File: src/verilog/decoder_ctrl_pkg.sv
/*
 * Decoder control-word encodings.
 * Operand and write-back selects, ALU operation codes, the instruction
 * class enum and the packed control word handed to the execute stage.
 */
package decoder_ctrl_pkg;

    typedef logic [4:0] alu_op_t;
    typedef logic [1:0] a_sel_t;
    typedef logic [2:0] b_sel_t;
    typedef logic [1:0] wb_sel_t;
    typedef logic [2:0] mem_size_t;

    localparam alu_op_t ALU_ADD  = 5'd0;
    localparam alu_op_t ALU_SLL  = 5'd1;
    localparam alu_op_t ALU_SLTS = 5'd2;
    localparam alu_op_t ALU_SLTU = 5'd3;
    localparam alu_op_t ALU_XOR  = 5'd4;
    localparam alu_op_t ALU_SRL  = 5'd5;
    localparam alu_op_t ALU_OR   = 5'd6;
    localparam alu_op_t ALU_AND  = 5'd7;
    localparam alu_op_t ALU_SUB  = 5'd8;
    localparam alu_op_t ALU_SRA  = 5'd13;
    // Compare codes, all with bits 4 and 3 set.
    localparam alu_op_t ALU_EQ   = 5'd24;
    localparam alu_op_t ALU_NE   = 5'd25;
    localparam alu_op_t ALU_LTS  = 5'd28;
    localparam alu_op_t ALU_GES  = 5'd29;
    localparam alu_op_t ALU_LTU  = 5'd30;
    localparam alu_op_t ALU_GEU  = 5'd31;

    localparam a_sel_t A_RS1  = 2'd0;
    localparam a_sel_t A_PC   = 2'd1;
    localparam a_sel_t A_ZERO = 2'd2;

    localparam b_sel_t B_RS2   = 3'd0;
    localparam b_sel_t B_IMM_I = 3'd1;
    localparam b_sel_t B_IMM_U = 3'd2;
    localparam b_sel_t B_IMM_S = 3'd3;
    localparam b_sel_t B_FOUR  = 3'd4;

    localparam wb_sel_t WB_ALU = 2'd0;
    localparam wb_sel_t WB_LSU = 2'd1;

    localparam mem_size_t MEM_SIZE_IDLE = 3'd3;

    typedef enum logic [3:0] {
        CLS_ILLEGAL,
        CLS_OP,
        CLS_OP_IMM,
        CLS_LOAD,
        CLS_STORE,
        CLS_BRANCH,
        CLS_JAL,
        CLS_JALR,
        CLS_LUI,
        CLS_AUIPC,
        CLS_FENCE
    } instr_class_e;

    typedef struct packed {
        a_sel_t    a_sel;
        b_sel_t    b_sel;
        alu_op_t   alu_op;
        logic      mem_req;
        logic      mem_we;
        mem_size_t mem_size;
        logic      gpr_we;
        wb_sel_t   wb_sel;
        logic      branch;
        logic      jal;
        logic      jalr;
        logic      illegal;
    } decode_ctrl_t;

endpackage

File: src/verilog/riscv_isa_pkg.sv
/*
 * RV32I instruction-set encodings.
 * Field types for the 32-bit instruction word, the 5-bit major opcodes
 * and the funct3 / funct7 codes used by the base integer classes.
 */
package riscv_isa_pkg;

    typedef logic [31:0] instr_t;
    typedef logic [4:0]  opcode_t;
    typedef logic [2:0]  funct3_t;
    typedef logic [6:0]  funct7_t;

    // Low two bits of every 32-bit instruction.
    localparam logic [1:0] INSTR_SIZE_32 = 2'b11;

    // Major opcodes, bits 6 to 2.
    localparam opcode_t OPC_LOAD     = 5'b00000;
    localparam opcode_t OPC_MISC_MEM = 5'b00011;
    localparam opcode_t OPC_OP_IMM   = 5'b00100;
    localparam opcode_t OPC_AUIPC    = 5'b00101;
    localparam opcode_t OPC_STORE    = 5'b01000;
    localparam opcode_t OPC_OP       = 5'b01100;
    localparam opcode_t OPC_LUI      = 5'b01101;
    localparam opcode_t OPC_BRANCH   = 5'b11000;
    localparam opcode_t OPC_JALR     = 5'b11001;
    localparam opcode_t OPC_JAL      = 5'b11011;

    localparam funct7_t FUNCT7_BASE = 7'h00;
    localparam funct7_t FUNCT7_ALT  = 7'h20;

    // Arithmetic and logic, shared by OP and OP_IMM.
    localparam funct3_t F3_ADD_SUB = 3'd0;
    localparam funct3_t F3_SLL     = 3'd1;
    localparam funct3_t F3_SLT     = 3'd2;
    localparam funct3_t F3_SLTU    = 3'd3;
    localparam funct3_t F3_XOR     = 3'd4;
    localparam funct3_t F3_SRL_SRA = 3'd5;
    localparam funct3_t F3_OR      = 3'd6;
    localparam funct3_t F3_AND     = 3'd7;

    // Conditional branches.
    localparam funct3_t F3_BEQ  = 3'd0;
    localparam funct3_t F3_BNE  = 3'd1;
    localparam funct3_t F3_BLT  = 3'd4;
    localparam funct3_t F3_BGE  = 3'd5;
    localparam funct3_t F3_BLTU = 3'd6;
    localparam funct3_t F3_BGEU = 3'd7;

    // Access sizes, loads and stores.
    localparam funct3_t F3_LB  = 3'd0;
    localparam funct3_t F3_LH  = 3'd1;
    localparam funct3_t F3_LW  = 3'd2;
    localparam funct3_t F3_LBU = 3'd4;
    localparam funct3_t F3_LHU = 3'd5;
    localparam funct3_t F3_SB  = 3'd0;
    localparam funct3_t F3_SH  = 3'd1;
    localparam funct3_t F3_SW  = 3'd2;

    localparam funct3_t F3_JALR  = 3'd0;
    localparam funct3_t F3_FENCE = 3'd0;

endpackage
File: src/verilog/alu_op_decoder.sv
/*
 * ALU operation decoder.
 * Maps funct3, and funct7 where it selects SUB or SRA, to the ALU code
 * for arithmetic and branch classes. Other classes add.
 */
`timescale 1ns/1ps

module alu_op_decoder (
    input  decoder_ctrl_pkg::instr_class_e instr_class_i,
    input  riscv_isa_pkg::funct3_t         funct3_i,
    input  riscv_isa_pkg::funct7_t         funct7_i,
    output decoder_ctrl_pkg::alu_op_t      alu_op_o
);

    import riscv_isa_pkg::*;
    import decoder_ctrl_pkg::*;

    logic alt;

    // ADDI has immediate bits in funct7, so only OP and the shifts look at it.
    assign alt = (funct7_i == FUNCT7_ALT) &&
                 (instr_class_i == CLS_OP || funct3_i == F3_SRL_SRA);

    always_comb begin
        alu_op_o = ALU_ADD;
        case (instr_class_i)
            CLS_OP, CLS_OP_IMM: begin
                case (funct3_i)
                    F3_ADD_SUB: alu_op_o = alt ? ALU_SUB : ALU_ADD;
                    F3_SLL:     alu_op_o = ALU_SLL;
                    F3_SLT:     alu_op_o = ALU_SLTS;
                    F3_SLTU:    alu_op_o = ALU_SLTU;
                    F3_XOR:     alu_op_o = ALU_XOR;
                    F3_SRL_SRA: alu_op_o = alt ? ALU_SRA : ALU_SRL;
                    F3_OR:      alu_op_o = ALU_OR;
                    F3_AND:     alu_op_o = ALU_AND;
                    default:    alu_op_o = ALU_ADD;
                endcase
            end
            CLS_BRANCH: begin
                case (funct3_i)
                    F3_BEQ:  alu_op_o = ALU_EQ;
                    F3_BNE:  alu_op_o = ALU_NE;
                    F3_BLT:  alu_op_o = ALU_LTS;
                    F3_BGE:  alu_op_o = ALU_GES;
                    F3_BLTU: alu_op_o = ALU_LTU;
                    F3_BGEU: alu_op_o = ALU_GEU;
                    default: alu_op_o = ALU_ADD;
                endcase
            end
            default: alu_op_o = ALU_ADD;
        endcase
    end

    // The classifier never lets a branch with funct3 2 or 3 through.
    always_comb begin
        if (instr_class_i == CLS_BRANCH) begin
            a_branch_cmp: assert (alu_op_o inside {ALU_EQ, ALU_NE, ALU_LTS,
                                                   ALU_GES, ALU_LTU, ALU_GEU})
                else $error("alu_op_decoder: branch without compare code");
        end
    end

endmodule

File: src/verilog/control_word_builder.sv
/*
 * Control word builder and decode-stage register.
 * Fills operand selects, memory fields and write enables per class,
 * then registers the word together with its valid bit.
 */
`timescale 1ns/1ps

module control_word_builder (
    input  logic                           clk_i,
    input  logic                           arst_n_i,
    input  logic                           instr_valid_i,
    input  decoder_ctrl_pkg::instr_class_e instr_class_i,
    input  decoder_ctrl_pkg::alu_op_t      alu_op_i,
    input  riscv_isa_pkg::funct3_t         funct3_i,
    output decoder_ctrl_pkg::decode_ctrl_t ctrl_o,
    output logic                           ctrl_valid_o
);

    import decoder_ctrl_pkg::*;

    decode_ctrl_t ctrl_next;

    always_comb begin
        ctrl_next          = '0;
        ctrl_next.a_sel    = A_RS1;
        ctrl_next.b_sel    = B_RS2;
        ctrl_next.alu_op   = alu_op_i;
        ctrl_next.mem_size = MEM_SIZE_IDLE;
        ctrl_next.wb_sel   = WB_ALU;
        case (instr_class_i)
            CLS_OP: begin
                ctrl_next.gpr_we = 1'b1;
            end
            CLS_OP_IMM: begin
                ctrl_next.b_sel  = B_IMM_I;
                ctrl_next.gpr_we = 1'b1;
            end
            CLS_LOAD: begin
                ctrl_next.b_sel    = B_IMM_I;
                ctrl_next.mem_req  = 1'b1;
                ctrl_next.mem_size = funct3_i;
                ctrl_next.gpr_we   = 1'b1;
                ctrl_next.wb_sel   = WB_LSU;
            end
            CLS_STORE: begin
                ctrl_next.b_sel    = B_IMM_S;
                ctrl_next.mem_req  = 1'b1;
                ctrl_next.mem_we   = 1'b1;
                ctrl_next.mem_size = funct3_i;
            end
            CLS_BRANCH: begin
                ctrl_next.branch = 1'b1;
            end
            CLS_JAL: begin
                ctrl_next.a_sel  = A_PC;
                ctrl_next.b_sel  = B_FOUR;
                ctrl_next.gpr_we = 1'b1;
                ctrl_next.jal    = 1'b1;
            end
            CLS_JALR: begin
                ctrl_next.a_sel  = A_PC;
                ctrl_next.b_sel  = B_FOUR;
                ctrl_next.gpr_we = 1'b1;
                ctrl_next.jalr   = 1'b1;
            end
            CLS_LUI: begin
                ctrl_next.a_sel  = A_ZERO;
                ctrl_next.b_sel  = B_IMM_U;
                ctrl_next.gpr_we = 1'b1;
            end
            CLS_AUIPC: begin
                ctrl_next.a_sel  = A_PC;
                ctrl_next.b_sel  = B_IMM_U;
                ctrl_next.gpr_we = 1'b1;
            end
            CLS_FENCE: begin
                // Executes as a no-op on this in-order core.
                ctrl_next.gpr_we = 1'b0;
            end
            default: begin
                ctrl_next.alu_op  = ALU_ADD;
                ctrl_next.illegal = 1'b1;
            end
        endcase
    end

    // Output word holds its last value across idle cycles.
    always_ff @(posedge clk_i or negedge arst_n_i) begin
        if (!arst_n_i) begin
            ctrl_o       <= '0;
            ctrl_valid_o <= 1'b0;
        end else begin
            ctrl_valid_o <= instr_valid_i;
            if (instr_valid_i) begin
                ctrl_o <= ctrl_next;
            end
        end
    end

    a_we_needs_req: assert property (@(posedge clk_i) disable iff (!arst_n_i)
        ctrl_valid_o && ctrl_o.mem_we |-> ctrl_o.mem_req)
        else $error("control_word_builder: mem_we without mem_req");

    a_illegal_no_wb: assert property (@(posedge clk_i) disable iff (!arst_n_i)
        ctrl_valid_o && ctrl_o.illegal |-> !ctrl_o.gpr_we)
        else $error("control_word_builder: gpr_we on illegal instruction");

endmodule

File: src/verilog/decoder_riscv.sv
/*
 * RV32I main decoder, ID stage.
 * Classifies the fetched word, derives the ALU operation and registers
 * the resulting control word one cycle after the instruction is sampled.
 */
`timescale 1ns/1ps

module decoder_riscv (
    input  logic                           clk_i,
    input  logic                           arst_n_i,
    input  logic                           instr_valid_i,
    input  riscv_isa_pkg::instr_t          fetched_instr_i,
    output decoder_ctrl_pkg::decode_ctrl_t ctrl_o,
    output logic                           ctrl_valid_o
);

    import riscv_isa_pkg::*;
    import decoder_ctrl_pkg::*;

    funct3_t      funct3;
    funct7_t      funct7;
    instr_class_e instr_class;
    alu_op_t      alu_op;

    assign funct3 = fetched_instr_i[14:12];
    assign funct7 = fetched_instr_i[31:25];

    opcode_classifier u_classifier (
        .fetched_instr_i (fetched_instr_i),
        .instr_class_o   (instr_class)
    );

    alu_op_decoder u_alu_op (
        .instr_class_i (instr_class),
        .funct3_i      (funct3),
        .funct7_i      (funct7),
        .alu_op_o      (alu_op)
    );

    control_word_builder u_builder (
        .clk_i         (clk_i),
        .arst_n_i      (arst_n_i),
        .instr_valid_i (instr_valid_i),
        .instr_class_i (instr_class),
        .alu_op_i      (alu_op),
        .funct3_i      (funct3),
        .ctrl_o        (ctrl_o),
        .ctrl_valid_o  (ctrl_valid_o)
    );

endmodule

File: src/verilog/opcode_classifier.sv
/*
 * RV32I opcode classifier.
 * Checks size bits, opcode, funct3 and funct7 of a fetched word and
 * names the instruction class. Anything outside the kept base classes,
 * SYSTEM words included, comes out as CLS_ILLEGAL.
 */
`timescale 1ns/1ps

module opcode_classifier (
    input  riscv_isa_pkg::instr_t          fetched_instr_i,
    output decoder_ctrl_pkg::instr_class_e instr_class_o
);

    import riscv_isa_pkg::*;
    import decoder_ctrl_pkg::*;

    opcode_t opcode;
    funct3_t funct3;
    funct7_t funct7;
    logic    size_ok;
    logic    f7_base;
    logic    f7_alt;

    assign opcode  = fetched_instr_i[6:2];
    assign funct3  = fetched_instr_i[14:12];
    assign funct7  = fetched_instr_i[31:25];
    assign size_ok = (fetched_instr_i[1:0] == INSTR_SIZE_32);
    assign f7_base = (funct7 == FUNCT7_BASE);
    assign f7_alt  = (funct7 == FUNCT7_ALT);

    always_comb begin
        instr_class_o = CLS_ILLEGAL;
        if (size_ok) begin
            case (opcode)
                OPC_OP: begin
                    // Only ADD/SUB and SRL/SRA have an alternate form.
                    if (f7_base || (f7_alt && (funct3 == F3_ADD_SUB ||
                                               funct3 == F3_SRL_SRA))) begin
                        instr_class_o = CLS_OP;
                    end
                end
                OPC_OP_IMM: begin
                    if (funct3 == F3_SLL) begin
                        if (f7_base) begin
                            instr_class_o = CLS_OP_IMM;
                        end
                    end else if (funct3 == F3_SRL_SRA) begin
                        if (f7_base || f7_alt) begin
                            instr_class_o = CLS_OP_IMM;
                        end
                    end else begin
                        instr_class_o = CLS_OP_IMM;
                    end
                end
                OPC_LOAD: begin
                    if (funct3 inside {F3_LB, F3_LH, F3_LW, F3_LBU, F3_LHU}) begin
                        instr_class_o = CLS_LOAD;
                    end
                end
                OPC_STORE: begin
                    if (funct3 inside {F3_SB, F3_SH, F3_SW}) begin
                        instr_class_o = CLS_STORE;
                    end
                end
                OPC_BRANCH: begin
                    if (funct3 inside {F3_BEQ, F3_BNE, F3_BLT, F3_BGE, F3_BLTU, F3_BGEU}) begin
                        instr_class_o = CLS_BRANCH;
                    end
                end
                OPC_JAL: begin
                    instr_class_o = CLS_JAL;
                end
                OPC_JALR: begin
                    if (funct3 == F3_JALR) begin
                        instr_class_o = CLS_JALR;
                    end
                end
                OPC_LUI: begin
                    instr_class_o = CLS_LUI;
                end
                OPC_AUIPC: begin
                    instr_class_o = CLS_AUIPC;
                end
                OPC_MISC_MEM: begin
                    if (funct3 == F3_FENCE) begin
                        instr_class_o = CLS_FENCE;
                    end
                end
                default: begin
                    instr_class_o = CLS_ILLEGAL;
                end
            endcase
        end
    end

endmodule

File: config.mk
export PLATFORM = sky130hd
export DESIGN_NAME = decoder_riscv
export DESIGN_NICKNAME = d
export VERILOG_FILES = /design/src/verilog/decoder_ctrl_pkg.sv /design/src/verilog/riscv_isa_pkg.sv /design/src/verilog/alu_op_decoder.sv /design/src/verilog/control_word_builder.sv /design/src/verilog/decoder_riscv.sv /design/src/verilog/opcode_classifier.sv
export SDC_FILE = /design/constraint.sdc
export NUM_CORES = 1
export LEC_CHECK = 0
export BUFFER_PORTS_ARGS = -buffer_cell sky130_fd_sc_hd__buf_2
export CAP_MARGIN = 5
export CORE_MARGIN = 3
export CORE_UTILIZATION = 40
export CTS_BUF_LIST = sky130_fd_sc_hd__clkbuf_8
export CTS_CLUSTER_SIZE = 25
export DETAILED_ROUTE_END_ITERATION = 10
export PLACE_DENSITY = 0.75
export SETUP_SLACK_MARGIN = 0.15
export SKIP_CTS_REPAIR_TIMING = 1
export SYNTH_ARGS = -nofsm -noshare
export SYNTH_HDL_FRONTEND = slang
export SYNTH_SLANG_ARGS = --single-unit
File: constraint.sdc
create_clock -name clk_i -period 0.9 [get_ports clk_i]
set_input_delay 0.045 -clock clk_i [delete_from_list [all_inputs] [get_ports clk_i]]
set_output_delay 0.045 -clock clk_i [all_outputs]
set_load 0.01 [all_outputs]
# Word level (Yosys, flattened, before mapping)
# Cells that the tools add are included.
# op_classes
n_eq_ne	28
mux	29
reduce_logical	20
# ops
op	n
$pmux 4 s10	1
$pmux 5 s8	1
$pmux 5 s6	1
$mux 4	5
$eq 4x3->1 const B	4
$eq 5x4->1 const B	3
$eq 5x5->1 const B	3
$eq 3x3->1 const B	4
$eq 4x4->1 const B	3
$mux 3	4
$pmux 3 s4	1
$eq 5x3->1 const B	2
$pmux 5 s2	1
$reduce_or 10->1	1
$reduce_or 2->1	5
$mux 1	9
$eq 4x2->1 const B	2
$mux 2	4
$eq 7x6->1 const B	1
$logic_not 7->1	1
$reduce_or 7->1	1
$eq 3x2->1 const B	2
$reduce_bool 6->1	1
$eq 5x2->1 const B	1
12 further kinds	16
# word_totals
register_bits	23
in_bits	35
out_inout_bits	23
word_cells	90

# Depth between registers and ports, before layout
# logic_depth
ltp_word	14
mapped_depth	10
ltp_nobuf	8

# Modules after synthesis
# Synthesis repeated with hierarchy kept, for this count alone.
# hier_totals
hier_cells	157
hier_area_um2	1476.4
# modules_own_cells
module	instances	cells_per_inst	area_each_um2	seq_area_each_um2
control_word_builder	1	88	952.2	550.5
opcode_classifier	1	51	396.6	0.0
alu_op_decoder	1	18	127.6	0.0

# Worst setup path before layout
# OpenSTA, ideal clock, no wires.
# synth_timing
path_type	input port to flip-flop
startpoint	input fetched_instr_i[28]
endpoint	register, netlist name u_builder.ctrl_o[13]
setup_ns	0.122
t_arrival_ns	1.976
required_time_ns	0.778
slack_ns	-1.198
stages	8
n_path_buf	0
cell_sequence	or4_4 o41a_1 nor3_2 or2_2 a311oi_1 o21ai_2 o21ai_2 a32o_1
# synth_via
elab_chain_len	11
elab_cells_between_ends	26
classes_between	11 x eq/ne; 9 x mux; 6 x reduce/logical
# synth_rtl
item	line_no	rtl
start, declared	decoder_riscv.sv:12	input riscv_isa_pkg::instr_t fetched_instr_i,
$eq 7x6->1 or $logic_not 7->1 (tied branches)	opcode_classifier.sv:29, opcode_classifier.sv:28	
$logic_or 1x1->1	opcode_classifier.sv:48	if (f7_base || f7_alt) begin
$mux 2	opcode_classifier.sv:48	
$mux 2	opcode_classifier.sv:47	end else if (funct3 == F3_SRL_SRA) begin
$mux 4	opcode_classifier.sv:43	if (funct3 == F3_SLL) begin
$pmux 4 s10 (*)	opcode_classifier.sv:34	case (opcode)
$mux 4 (*)	opcode_classifier.sv:33	if (size_ok) begin
$eq 4x2->1 or $eq 4x1->1 (tied branches)	alu_op_decoder.sv:26, control_word_builder.sv:30	
$reduce_or 2->1	alu_op_decoder.sv:26	case (instr_class_i)
$pmux 5 s2	alu_op_decoder.sv:26	
$mux 5 (*)	control_word_builder.sv:30	case (instr_class_i)
# Mark *: on every way between the ends. The rest lies on a longest branch, timed or not.
# A chain may end at the register's enable or synchronous reset.

# Final worst setup path
# layout_timing
startpoint	input fetched_instr_i[28]
endpoint	register, netlist name u_builder.ctrl_o[13]
# layout_via
elab_chain_len	11
elab_cells_between_ends	26
classes_between	11 x eq/ne; 9 x mux; 6 x reduce/logical
# layout_rtl
item	line_no
$eq 7x6->1 or $logic_not 7->1 (tied branches)	opcode_classifier.sv:29, opcode_classifier.sv:28
$logic_or 1x1->1	opcode_classifier.sv:48
$mux 2	opcode_classifier.sv:48
$mux 2	opcode_classifier.sv:47
$mux 4	opcode_classifier.sv:43
$pmux 4 s10 (*)	opcode_classifier.sv:34
$mux 4 (*)	opcode_classifier.sv:33
$eq 4x2->1 or $eq 4x1->1 (tied branches)	alu_op_decoder.sv:26, control_word_builder.sv:30
$reduce_or 2->1	alu_op_decoder.sv:26
$pmux 5 s2	alu_op_decoder.sv:26
$mux 5 (*)	control_word_builder.sv:30
# Marks and branches as above.

==> metrics.txt <==
outcome=complete, but fails checks; failing checks=negative setup slack; Critical Path Start Type=primary input; Die ar.=4202 um2; vias in the first global route=1,371; drt first pass iters=4; pwr dens=1016 nW/um2; # setup viols final=21; Non-Filler Instances=282; # Max-Cap Violations=0; initial DRC count=62; Final Worst Setup Slack=-1.100 ns; Final min period=2.000 ns; PortBufs=41; vias per cell=5.298; clk buf depth=2; clock slew at reported path FFs=0.07 ns; FILL cells=265; setup TNS=-19.09 ns; RSZ-0062 raised after global routing=yes; area of the multi-input gates=794.5 um2; routability congestion estimate=0.9026; skew final=0 ns; total wire length=3.824 mm; r2r setup slk=0.12 ns; CP endpoint kind=flop; dominant synthesized flop cell=dfrtp_1; layout cells sized above 1=50.00%; Syn Nets=189; combinational power share=20.1%; sw power=0.5270 mW; routed vias=1,494; FMAX=500.0 MHz; Synth async-reset ratio=100.0%; first-pass GRT wire length=5.982 mm; P_int=1.590 mW; sequential cell area=550.5 um2; Die Span Y=64.82 um; kind of critical path=primary input to flop; Net Sw Frac=24.90%; I/O pins=58; nets=274; critical path data required time=1.05 ns; Worst Path Arrival=2.15 ns; synthesized area per cell=8.986 um2; Die Width=64.82 um; initial antenna violation count=0; Worst-Skew Late Latency=0.26 ns; CTS tree=done; Leak=1.017 nW; reg2reg path depth=3; HPWL after DPL=2.829 mm; synth warn=0; FP Rows=20; clock power share=32.3%; Core Box Area=3178 um2; WL per Instance=13.56 um; CP max FO=6; final worst-path cycle share=222.2%; grt ovf=0; clk sink count=22; DRC=0; synthesized instance count=154; sequential share of power=47.7%; H-tree depth=1; placed cells=271; Total Power=2.117 mW; Peak VDD IR=1126 uV; cell area after synthesis=1384 um2; final count of hold timing violations=0; HP Class=primary input to flop; TritonCTS buffer count=3; Hold Crit Depth=2; Slew Limit Fails=0; synth unique cells=57; root buffer cell=clkbuf_8; antenna cells=0; Initial Util=43.54%; Post-synth EDFFs=0; P&R area growth vs syn=50.63%; post-synthesis sequential area ratio=39.78%; largest net degree at the start of global routing=23; Synth Register Bits=22; fin util=65.59%; GRT Overall Usage=17.65%; post-route ant nets=0
-- placed cells by master (no fill, tap or decap), types with 2 or more instances in the layout --
master,n
o21ai_0,10
and3b_1,2
o21ai_2,3
dfrtp_1,22
o21ai_1,2
a21oi_1,6
clkbuf_8,4
nor3_2,2
o22a_2,2
dlygate4sd3_1,2
nand2b_1,2
and3_1,2
a22o_2,2
nand2_1,9
buf_2,40
inv_1,9
o2bb2ai_1,3
mux2_2,3
nor2_1,16
a32oi_1,3
buf_4,48
nor4_1,2
and2_1,2
nand3_1,2
nor3_4,2
nand4_1,2
-- stage by stage --
stage	hold slack, ns	setup slack, ns	instance area [um2]
2_1_floorplan	-0.2506	-1.122	1393
3_3_place_gp	0.02343	-1.313	1913
3_5_place_dp	0.02687	-1.371	1913
4_1_cts	-0.2544	-1.132	1968
5_1_grt	0.1377	-1.210	2085
6_report	0.1209	-1.100	2085
-- metal layers --
layer	global-route usage (%)	part of all wire (%)	vias up
met3	4.333	5.8	4
met4	1.583	0.71	0
li1	-	-	733
met1	24.18	46	704
met2	29.25	48	53
met5	0	0	-
-- synth_stat cells (3+ instances only) --
library cell	count	area share [%]
clkbuf_1	3	0.81
nor3_1	4	1.4
nor4_1	3	1.4
o21ai_0	11	4.0
dfrtp_1	22	40
buf_2	5	1.8
nand2_1	9	2.4
o2bb2ai_1	3	1.9
mux2_2	3	2.4
nor2_1	17	4.6
a21oi_1	6	2.2
a32oi_1	3	1.9
inv_1	9	2.4
-- cell type report --
class                           count  area share, %
Clock buffer                        4          2.641
Inverter                           10          1.801
Multi-Input combinational cell    111          38.12
Sequential cell                    22          26.41
Tap cell                           44          2.641
Timing Repair Buffer               91          28.39
-- state kept, by name (all words and copies together), names as in the netlist --
name / flops
u_builder.ctrl_o: 21
u_builder.ctrl_valid_o: 1
-- worst max-delay path, cell delays in order --
cell	delay (ns)
buf_2	0.10
or4_4	0.53
o41a_1	0.41
nor3_4	0.18
or2_4	0.17
or3_4	0.14
nor3b_2	0.18
o21ai_2	0.13
a32o_1	0.27
-- kinds of logic (layout without fill, tap and decap cells) --
kind of cell | Yosys count | count (layout) | synth area share (%)
simple gates | 59 | 59 | 25.05
buf+inv | 21 | 105 | 7.232
compound gates | 46 | 46 | 23.87
other cells | 1 | 1 | 0.2710
flops | 22 | 22 | 39.78
xor+xnor | 1 | 1 | 0.6330
mux | 4 | 4 | 3.164
-- path summary, 6_finish.rpt --
| kind | startpoint | to |
|---|---|---|
| worst max-delay path | fetched_instr_i[28] | u_builder.ctrl_o[13] |
| worst min-delay path | instr_valid_i | u_builder.ctrl_o[7] |
| worst max register to register | u_builder.ctrl_o[20] | u_builder.ctrl_o[20] |
| worst min register to register | u_builder.ctrl_o[21] | u_builder.ctrl_o[21] |
| max in group asynchronous | arst_n_i | u_builder.ctrl_o[21] |
| min in group asynchronous | arst_n_i | u_builder.ctrl_o[11] |
-- power groups by stage --
stage | clock network, mW | logic (mW) | registers (mW)
floorplan | 0 | 0.175 | 1.04
global placement | 0 | 0.383 | 1.03
detailed placement | 0 | 0.389 | 1.03
CTS | 0.694 | 0.391 | 1.01
global route | 0.738 | 0.466 | 1.01
finish | 0.683 | 0.425 | 1.01
No activity file was read; power rests on OpenSTA's default activity.
